**src/source/stepper_pkg.sv**
```systemverilog
package stepper_pkg;

  localparam int CMD_ARG_W = 24;  // Argument field of a command word
  localparam int PHASE_W   = 5;   // 32-entry electrical phase index

  // Command opcodes in the top byte of a word
  typedef enum logic [7:0] {
    OP_MOVE_FWD  = 8'd1,
    OP_MOVE_REV  = 8'd2,
    OP_SET_DIV   = 8'd3,
    OP_SET_USTEP = 8'd4,
    OP_STOP      = 8'd5
  } opcode_t;

  typedef struct packed {
    opcode_t              op;
    logic [CMD_ARG_W-1:0] arg;
  } cmd_word_t;

  typedef struct packed {
    logic [CMD_ARG_W-1:0] divisor;    // Clock cycles per step
    logic [1:0]           ustep_exp;  // log2 of microsteps per full step
  } motor_cfg_t;

  typedef struct packed {
    logic step;  // One-cycle pulse
    logic dir;   // Forward when set
  } step_evt_t;

  // H-bridge polarities and PWM enables
  typedef struct packed {
    logic a1;
    logic a2;
    logic b1;
    logic b2;
    logic pwm_a;
    logic pwm_b;
  } coil_drive_t;

endpackage

```
**src/source/spi_slave.sv**
```systemverilog
module spi_slave #(
  parameter int SYNC_STAGES = 3
) (
  input  logic       CLK,
  input  logic       rst_n,
  input  logic       sck,
  input  logic       ssel,
  input  logic       mosi,
  input  logic [7:0] tx_byte,
  output logic       miso,
  output logic       byte_valid,
  output logic [7:0] rx_byte
);

  logic [SYNC_STAGES:0]   sck_q;  // Top stage holds the previous level
  logic [SYNC_STAGES-1:0] ssel_q;
  logic [SYNC_STAGES-1:0] mosi_q;
  logic                   sck_rise;
  logic                   sck_fall;
  logic                   ssel_s;
  logic                   mosi_s;
  logic [2:0]             bit_cnt;
  logic [7:0]             rx_shift;
  logic [7:0]             tx_shift;

  always_ff @(posedge CLK) begin
    if (!rst_n) begin
      sck_q  <= '0;
      ssel_q <= '1;  // Deselected
      mosi_q <= '0;
    end else begin
      sck_q  <= {sck_q[SYNC_STAGES-1:0], sck};
      ssel_q <= {ssel_q[SYNC_STAGES-2:0], ssel};
      mosi_q <= {mosi_q[SYNC_STAGES-2:0], mosi};
    end
  end

  assign sck_rise = sck_q[SYNC_STAGES-1] & ~sck_q[SYNC_STAGES];
  assign sck_fall = ~sck_q[SYNC_STAGES-1] & sck_q[SYNC_STAGES];
  assign ssel_s   = ssel_q[SYNC_STAGES-1];
  assign mosi_s   = mosi_q[SYNC_STAGES-1];

  // Mode 0: sample on rising, shift out on falling
  always_ff @(posedge CLK) begin
    if (!rst_n) begin
      bit_cnt    <= '0;
      byte_valid <= 1'b0;
      tx_shift   <= '0;
    end else begin
      byte_valid <= 1'b0;
      if (ssel_s) begin
        bit_cnt  <= '0;       // Partial byte is dropped
        tx_shift <= tx_byte;  // MSB ready before the first edge
      end else if (sck_rise) begin
        bit_cnt    <= bit_cnt + 3'd1;
        byte_valid <= (bit_cnt == 3'd7);
      end else if (sck_fall) begin
        if (bit_cnt == 3'd0) begin
          tx_shift <= tx_byte;  // Start of the next byte
        end else begin
          tx_shift <= {tx_shift[6:0], 1'b0};
        end
      end
    end
  end

  always_ff @(posedge CLK) begin
    if (!ssel_s && sck_rise) begin
      rx_shift <= {rx_shift[6:0], mosi_s};
    end
  end

  assign rx_byte = rx_shift;
  assign miso    = tx_shift[7];

  // A completed byte must come from a selected transfer
  assert property (@(posedge CLK) disable iff (!rst_n) $rose(byte_valid) |-> !ssel)
    else $error("byte_valid raised while SSEL inactive");

endmodule

```
**src/source/word_assembler.sv**
```systemverilog
module word_assembler (
  input  logic                   CLK,
  input  logic                   rst_n,
  input  logic                   byte_valid,
  input  logic [7:0]             rx_byte,
  input  logic                   ssel,
  output logic                   word_valid,
  output stepper_pkg::cmd_word_t word,
  output logic [7:0]             tx_byte
);

  logic [1:0]  ssel_q;  // Pin arrives asynchronously
  logic [1:0]  byte_cnt;
  logic [31:0] word_sr;
  logic [31:0] reply;   // Last full word, echoed back

  always_ff @(posedge CLK) begin
    if (!rst_n) begin
      ssel_q     <= '1;
      byte_cnt   <= '0;
      word_valid <= 1'b0;
      reply      <= '0;
    end else begin
      ssel_q     <= {ssel_q[0], ssel};
      word_valid <= 1'b0;
      if (word_valid) begin
        reply <= word_sr;
      end
      if (ssel_q[1]) begin
        byte_cnt <= '0;
      end else if (byte_valid) begin
        byte_cnt   <= byte_cnt + 2'd1;
        word_valid <= (byte_cnt == 2'd3);
      end
    end
  end

  // Little endian, first byte ends up in [7:0]
  always_ff @(posedge CLK) begin
    if (byte_valid) begin
      word_sr <= {rx_byte, word_sr[31:8]};
    end
  end

  assign word    = stepper_pkg::cmd_word_t'(word_sr);
  assign tx_byte = reply[8*byte_cnt +: 8];

endmodule

```
**src/source/motion_ctrl.sv**
```systemverilog
module motion_ctrl #(
  parameter int DIV_RESET = 3072
) (
  input  logic                    CLK,
  input  logic                    rst_n,
  input  logic                    word_valid,
  input  stepper_pkg::cmd_word_t  word,
  input  logic                    step_tick,
  output stepper_pkg::motor_cfg_t cfg,
  output logic                    run,
  output logic                    busy,
  output stepper_pkg::step_evt_t  evt
);

  logic [stepper_pkg::CMD_ARG_W-1:0] remaining;  // Steps left in the move
  logic                              dir;

  always_ff @(posedge CLK) begin
    if (!rst_n) begin
      cfg.divisor   <= DIV_RESET[stepper_pkg::CMD_ARG_W-1:0];
      cfg.ustep_exp <= 2'd0;  // Full steps
      run           <= 1'b0;
      remaining     <= '0;
      dir           <= 1'b1;
    end else begin
      if (step_tick && run) begin
        remaining <= remaining - 1'b1;
        if (remaining == 1) begin
          run <= 1'b0;  // Last step issued
        end
      end
      // A command in the same cycle overrides the tick update
      if (word_valid) begin
        case (word.op)
          stepper_pkg::OP_MOVE_FWD, stepper_pkg::OP_MOVE_REV: begin
            if (word.arg != '0) begin
              remaining <= word.arg;
              dir       <= (word.op == stepper_pkg::OP_MOVE_FWD);
              run       <= 1'b1;
            end
          end
          stepper_pkg::OP_SET_DIV: cfg.divisor <= word.arg;
          stepper_pkg::OP_SET_USTEP: begin
            if (word.arg < 4) begin
              cfg.ustep_exp <= word.arg[1:0];
            end
          end
          stepper_pkg::OP_STOP: begin
            run       <= 1'b0;
            remaining <= '0;
          end
          default: ;  // Unknown opcodes ignored
        endcase
      end
    end
  end

  assign busy     = run;
  assign evt.step = step_tick & run;
  assign evt.dir  = dir;

  assert property (@(posedge CLK) disable iff (!rst_n) evt.step |-> remaining != '0)
    else $error("Step event outside a move");

endmodule

```
**src/source/step_timer.sv**
```systemverilog
module step_timer (
  input  logic        CLK,
  input  logic        rst_n,
  input  logic        run,
  input  logic [23:0] divisor,
  output logic        step_tick
);

  logic [23:0] count;
  logic [23:0] div_eff;  // Zero behaves as one

  assign div_eff = (divisor == 24'd0) ? 24'd1 : divisor;

  always_ff @(posedge CLK) begin
    if (!rst_n) begin
      count     <= '0;
      step_tick <= 1'b0;
    end else if (!run) begin
      count     <= '0;
      step_tick <= 1'b0;
    end else if (count >= div_eff - 24'd1) begin
      // Also catches a divisor lowered mid-move
      count     <= '0;
      step_tick <= 1'b1;
    end else begin
      count     <= count + 24'd1;
      step_tick <= 1'b0;
    end
  end

  // Ticks are spaced by the divisor, so back-to-back only at divisor 1
  assert property (@(posedge CLK) disable iff (!rst_n)
    step_tick && divisor > 24'd1 ##1 divisor > 24'd1 |-> !step_tick)
    else $error("Consecutive step ticks with divisor above 1");

endmodule

```
**src/source/phase_driver.sv**
```systemverilog
module phase_driver #(
  parameter int PWM_W = 6
) (
  input  logic                     CLK,
  input  logic                     rst_n,
  input  stepper_pkg::step_evt_t   evt,
  input  logic [1:0]               ustep_exp,
  output stepper_pkg::coil_drive_t coils
);

  localparam int PW = stepper_pkg::PHASE_W;

  // Rising quarter sine, 8-bit full scale
  localparam logic [7:0] SINE_LUT [8] = '{
    8'd0, 8'd50, 8'd98, 8'd142, 8'd180, 8'd212, 8'd236, 8'd250
  };

  logic [PW-1:0]    index;
  logic [PW-1:0]    delta;  // 8 index counts per full step
  logic [2:0]       fine;
  logic [PWM_W-1:0] pwm_cnt;
  logic [PWM_W-1:0] duty_a;
  logic [PWM_W-1:0] duty_b;

  assign delta = PW'(8) >> ustep_exp;

  always_ff @(posedge CLK) begin
    if (!rst_n) begin
      index   <= '0;
      pwm_cnt <= '0;
    end else begin
      pwm_cnt <= pwm_cnt + PWM_W'(1);  // Free running
      if (evt.step) begin
        index <= evt.dir ? index + delta : index - delta;  // Wraps mod 32
      end
    end
  end

  assign fine   = index[2:0];
  assign duty_a = SINE_LUT[~fine][7 -: PWM_W];  // Falling half
  assign duty_b = SINE_LUT[fine][7 -: PWM_W];

  always_comb begin
    coils = '0;
    case (index[PW-1 -: 2])
      2'd0: begin
        coils.a1 = 1'b1;
        coils.b1 = 1'b1;
      end
      2'd1: begin
        coils.a2 = 1'b1;
        coils.b1 = 1'b1;
      end
      2'd2: begin
        coils.a2 = 1'b1;
        coils.b2 = 1'b1;
      end
      default: begin
        coils.a1 = 1'b1;
        coils.b2 = 1'b1;
      end
    endcase
    coils.pwm_a = (pwm_cnt < duty_a);
    coils.pwm_b = (pwm_cnt < duty_b);
  end

endmodule

```
**src/source/stepper_top.sv**
```systemverilog
module stepper_top #(
  parameter int SYNC_STAGES = 3,
  parameter int PWM_W       = 6,
  parameter int DIV_RESET   = 3072
) (
  input  logic                     CLK,
  input  logic                     rst_n,
  input  logic                     sck,
  input  logic                     ssel,
  input  logic                     mosi,
  output logic                     miso,
  output logic                     busy,
  output stepper_pkg::coil_drive_t coils,
  output logic                     step_out
);

  logic                    byte_valid;
  logic [7:0]              rx_byte;
  logic [7:0]              tx_byte;  // Echo byte back to the slave
  logic                    word_valid;
  stepper_pkg::cmd_word_t  word;
  stepper_pkg::motor_cfg_t cfg;
  logic                    run;
  logic                    step_tick;
  stepper_pkg::step_evt_t  evt;

  spi_slave #(.SYNC_STAGES(SYNC_STAGES)) spi_slave_inst (
    .CLK, .rst_n, .sck, .ssel, .mosi, .tx_byte, .miso, .byte_valid, .rx_byte
  );

  word_assembler word_assembler_inst (
    .CLK, .rst_n, .byte_valid, .rx_byte, .ssel, .word_valid, .word, .tx_byte
  );

  motion_ctrl #(.DIV_RESET(DIV_RESET)) motion_ctrl_inst (
    .CLK, .rst_n, .word_valid, .word, .step_tick, .cfg, .run, .busy, .evt
  );

  step_timer step_timer_inst (
    .CLK,
    .rst_n,
    .run,
    .divisor   (cfg.divisor),
    .step_tick
  );

  phase_driver #(.PWM_W(PWM_W)) phase_driver_inst (
    .CLK,
    .rst_n,
    .evt,
    .ustep_exp (cfg.ustep_exp),
    .coils
  );

  assign step_out = evt.step;  // Debug pin

endmodule

```
**config.mk**
```make
export PLATFORM = sky130hd
export DESIGN_NAME = stepper_top
export DESIGN_NICKNAME = d
export VERILOG_FILES = /design/src/source/stepper_pkg.sv /design/src/source/spi_slave.sv /design/src/source/word_assembler.sv /design/src/source/motion_ctrl.sv /design/src/source/step_timer.sv /design/src/source/phase_driver.sv /design/src/source/stepper_top.sv
export SDC_FILE = /design/constraint.sdc
export NUM_CORES = 1
export LEC_CHECK = 0
export BUFFER_PORTS_ARGS = -buffer_cell sky130_fd_sc_hd__buf_2
export CAP_MARGIN = 10
export CELL_PAD_IN_SITES_DETAIL_PLACEMENT = 1
export CELL_PAD_IN_SITES_GLOBAL_PLACEMENT = 1
export CORE_ASPECT_RATIO = 2
export CORE_MARGIN = 2
export CORE_UTILIZATION = 55
export CTS_CLUSTER_DIAMETER = 60
export DETAILED_ROUTE_END_ITERATION = 12
export PLACE_DENSITY = 0.89
export SETUP_SLACK_MARGIN = 0.15
export SLEW_MARGIN = 20
export SYNTH_ARGS = -nofsm -noshare
export SYNTH_HDL_FRONTEND = slang
export SYNTH_SLANG_ARGS = --single-unit
```
**constraint.sdc**
```tcl
create_clock -name CLK -period 8.4 [get_ports CLK]
set_input_delay 1.26 -clock CLK [delete_from_list [all_inputs] [get_ports CLK]]
set_output_delay 1.26 -clock CLK [all_outputs]
set_load 0.03 [all_outputs]
```
==> load_flow_metrics.sql <==
INSERT INTO impl_metrics (metric_group, metric, value, unit) VALUES
('detailed_routing', 'route.vias.total', '6717', ''),
('cells_and_area', 'areaGrowthSynthToFinish', '9.050', '%'),
('power_and_ir_drop', 'power.share.sequential', '51.0', '%'),
('logic_synthesis', 'synth.lib_cells_used.distinct', '62', ''),
('power_and_ir_drop', 'p_comb_share', '1.5', '%'),
('sta', 'timing.clock.skew', '12.89', 'ps'),
('floorplanning', 'design.die.area', '17620', 'sq um'),
('global_route', 'vias_in_the_first_global_route', '7517', ''),
('clock_network', 'cts_tree', 'done', ''),
('worst_setup_path', 'worstSetupStartpointType', 'flop', ''),
('detailed_routing', 'post_drt_wl_per_cell', '22.98', 'um'),
('floorplanning', 'floorplan.rows', '66', ''),
('clock_network', 'clk-insertion-delay-late', '450', 'ps'),
('floorplanning', 'core_area', '16190', 'sq um'),
('place', 'dp_hpwl', '16960', 'um'),
('logic_synthesis', 'synth_enable_flop_cells', '40', ''),
('power_and_ir_drop', 'vdd_ir_drop_max', '235.5', 'uV'),
('clock_network', 'cts_root_buffer', 'sky130_fd_sc_hd__clkbuf_16', ''),
('global_route', 'wire_length_of_the_first_global_routing_pass', '39230', 'um'),
('logic_synthesis', 'post_synth.cell_area_avg', '10.47', 'sq um'),
('logic_synthesis', 'synth_top_cells_by_count', 'sky130_fd_sc_hd__dfxtp_1, sky130_fd_sc_hd__mux2i_1, sky130_fd_sc_hd__nor2b_1', ''),
('sta', 'setup_repair_after_global_routing_missed_its_margin', 'false', ''),
('power_and_ir_drop', 'clock_power_share', '47.6', '%'),
('run_status', 'run_status', 'finished clean', ''),
('floorplanning', 'dieHeight', '185.7', 'um'),
('sta', 'final_min_period_over_clock_period', '51.77', '%'),
('logic_synthesis', 'synth.most_common_cell', 'sky130_fd_sc_hd__dfxtp_1', ''),
('global_route', 'grt_start_max_net_pins', '95', ''),
('logic_synthesis', 'post_synth_main_area_contributors', 'sky130_fd_sc_hd__dfxtp_1, sky130_fd_sc_hd__edfxtp_1, sky130_fd_sc_hd__ha_1, sky130_fd_sc_hd__mux2i_1, sky130_fd_sc_hd__xnor2_1', ''),
('worst_setup_path', 'slowest_cell_delay_on_critical_path', '680', 'ps'),
('sta', 'final_period_minus_worst_setup_slack', '4348', 'ps'),
('worst_setup_path', 'worstPathBufferInverterCount', '1', ''),
('power_and_ir_drop', 'p_sw_share', '25.30', '%'),
('logic_synthesis', 'yosysSeqAreaShare', '45.18', '%'),
('logic_synthesis', 'synth_top_area_cell', 'sky130_fd_sc_hd__dfxtp_1', ''),
('cells_and_area', 'filler_cells_inserted', '1735', ''),
('cells_and_area', 'final_cell_area', '9906', 'sq um'),
('clock_network', 'cts_resized', '0', ''),
('logic_synthesis', 'dominantRegCellSynth', 'sky130_fd_sc_hd__dfxtp_1', ''),
('floorplanning', 'io_pins', '14', ''),
('global_route', 'grt_antenna_before_repair', '0', ''),
('power_and_ir_drop', 'power.internal', '0.001332', 'W'),
('global_route', 'grt_remaining_overflow', '0', ''),
('logic_synthesis', 'count_of_synthesis_stage_warnings_from_yosys', '0', ''),
('worst_setup_path', 'worst_setup_path_end_kind', 'flop', ''),
('power_and_ir_drop', 'pwr_density_cell', '180.0', 'nW/um^2'),
('min_path', 'type_of_the_tightest_min_delay_check', 'flop to flop', ''),
('power_and_ir_drop', 'sw_pwr', '0.0004511', 'W'),
('global_route', 'grtUsageTotal', '29.78', '%'),
('sta', 'setup_violations', '0', ''),
('detailed_routing', 'vias_per_cell', '6.196', ''),
('logic_synthesis', 'synth_top_area_share', '31.96', '%'),
('place', 'finalWeightedCongestion', '0.9192', ''),
('place', 'post_dp_cell_area', '9276', 'sq um'),
('clock_network', 'post_cts_hold_fix_bufs', '0', ''),
('global_route', 'global_route.peak_usage_layer', 'met2', ''),
('global_route', 'grt_util_met1', '27.95', '%'),
('detailed_routing', 'antenna_left', '0', ''),
('global_route', 'gr-usage-met2', '57.08', '%'),
('detailed_routing', 'drt_iter0_markers', '339', ''),
('clock_network', 'clk_path_buf_depth', '2', ''),
('floorplanning', 'starting_density', '56.12', '%'),
('global_route', 'gr-usage-met3', '4.656', '%'),
('sta', 'max-slew-margin-rel', '36.55', '%'),
('clock_network', 'clock_edge_transition_at_the_registers_on_the_reported_setup_and_hold_paths', '80', 'ps'),
('logic_synthesis', 'synthesis.area', '9084', 'sq um'),
('sta', 'finalHoldViolCount', '0', ''),
('run', 'cap_violations', '0', ''),
('worst_setup_path', 'critical_path.max_fanout', '25', ''),
('cells_and_area', 'nets', '929', ''),
('worst_setup_path', 'timing.critical_path.cells', 'or4_1, nor3_1, a21oi_1, ha_1, nor3b_1, nand2b_1, or2_1, nor4_2, xnor2_1, ha_1, nand4_1, nor4_1, nand3_1, o21ai_1, buf_4, nor4_1', '');
-- sequential cells by signal, indices dropped and copies added, names as in the netlist, 6 cells and up --
signal,flops
word_assembler_inst.reply,32
motion_ctrl_inst.cfg,26
spi_slave_inst.tx_shift,8
motion_ctrl_inst.remaining,24
phase_driver_inst.pwm_cnt,6
word_assembler_inst.word,32
spi_slave_inst.rx_byte,8
step_timer_inst.count,24
-- cell usage in the layout, fill, tap and decap left out, types with 5 or more instances in the layout --
master	synthesis	routed
sky130_fd_sc_hd__a21o_1	6	6
sky130_fd_sc_hd__a21oi_1	24	24
sky130_fd_sc_hd__and2_1	14	14
sky130_fd_sc_hd__and3_1	7	7
sky130_fd_sc_hd__buf_2	4	13
sky130_fd_sc_hd__buf_4	2	6
sky130_fd_sc_hd__clkbuf_16	0	17
sky130_fd_sc_hd__dfxtp_1	145	144
sky130_fd_sc_hd__edfxtp_1	40	40
sky130_fd_sc_hd__ha_1	56	56
sky130_fd_sc_hd__inv_1	27	27
sky130_fd_sc_hd__inv_8	0	6
sky130_fd_sc_hd__mux2i_1	69	69
sky130_fd_sc_hd__mux4_2	8	8
sky130_fd_sc_hd__nand2_1	46	46
sky130_fd_sc_hd__nand2b_1	7	7
sky130_fd_sc_hd__nand3_1	16	16
sky130_fd_sc_hd__nand4_1	12	12
sky130_fd_sc_hd__nor2_1	45	45
sky130_fd_sc_hd__nor2b_1	64	64
sky130_fd_sc_hd__nor3_1	25	24
sky130_fd_sc_hd__nor4_1	33	33
sky130_fd_sc_hd__nor4_2	5	5
sky130_fd_sc_hd__o211a_1	8	8
sky130_fd_sc_hd__o21ai_0	8	7
sky130_fd_sc_hd__o21ai_1	7	8
sky130_fd_sc_hd__o2bb2ai_1	20	20
sky130_fd_sc_hd__or3_1	9	9
sky130_fd_sc_hd__or4_1	8	8
sky130_fd_sc_hd__xnor2_1	55	55
sky130_fd_sc_hd__xor2_1	19	19
-- metal layers --
| layer | up-vias | share of wire, % |
|---|---|---|
| li1 | 3113 | - |
| met2 | 162 | 57 |
| met4 | 0 | 6.4 |
| met3 | 95 | 2.6 |
| met1 | 3347 | 34 |
| met5 | - | 0 |
-- path summary, 6_finish.rpt --
kind                                               start                   endpoint  slack (ps)  cells after the start
worst min register to register  spi_slave_inst.ssel_q[0]   spi_slave_inst.ssel_q[1]         420                      1
worst min-delay path            spi_slave_inst.ssel_q[0]   spi_slave_inst.ssel_q[1]         420                      1
worst max register to register  motion_ctrl_inst.cfg[17]  step_timer_inst.count[19]        4050                     16
worst max-delay path            motion_ctrl_inst.cfg[17]  step_timer_inst.count[19]        4050                     16
-- cell families after synthesis --
kind of cell / count (synthesis) / share of synthesized area [%]
simple gates: 311 / 19.56
flops: 185 / 45.18
compound gates: 95 / 7.369
mux: 78 / 9.711
xor+xnor: 74 / 7.135
buf+inv: 68 / 3.113
fa+ha+maj: 57 / 7.934
-- through the flow --
stage	worst slack (ps)	total power (W)	cells	utilization, %	hold WS [ps]
6_report	4052	0.001783	1084	61.20	421.8
5_1_grt	3687	0.001824	1084	61.20	441.7
4_1_cts	4002	0.001793	1084	61.17	428.3
3_5_place_dp	4037	0.0009554	1052	57.31	401.0
3_3_place_gp	4307	0.0009537	1052	57.31	398.7
2_1_floorplan	4167	0.0009490	868	-	385.5
-- final cells by class --
class	instances	area, sq um	area share (%)
clock buffers	17	425.4	4.295
repair buffers	19	110.1	1.112
multi-input cells	615	4702	47.47
flip-flops and latches	185	4105	41.44
clock inverters	15	198.9	2.008
inverters	29	108.9	1.099
well taps	204	255.2	2.577
-- power by group through the flow --
stage          clock [W]  sequential [W]  combinational (W)
4_1_cts         0.000858        0.000909          0.0000258
5_1_grt         0.000886        0.000910          0.0000286
3_5_place_dp           0        0.000930          0.0000254
3_3_place_gp           0        0.000930          0.0000241
2_1_floorplan          0        0.000929          0.0000200
6_report        0.000848        0.000909          0.0000259
No activity file was read; power rests on OpenSTA's default activity.
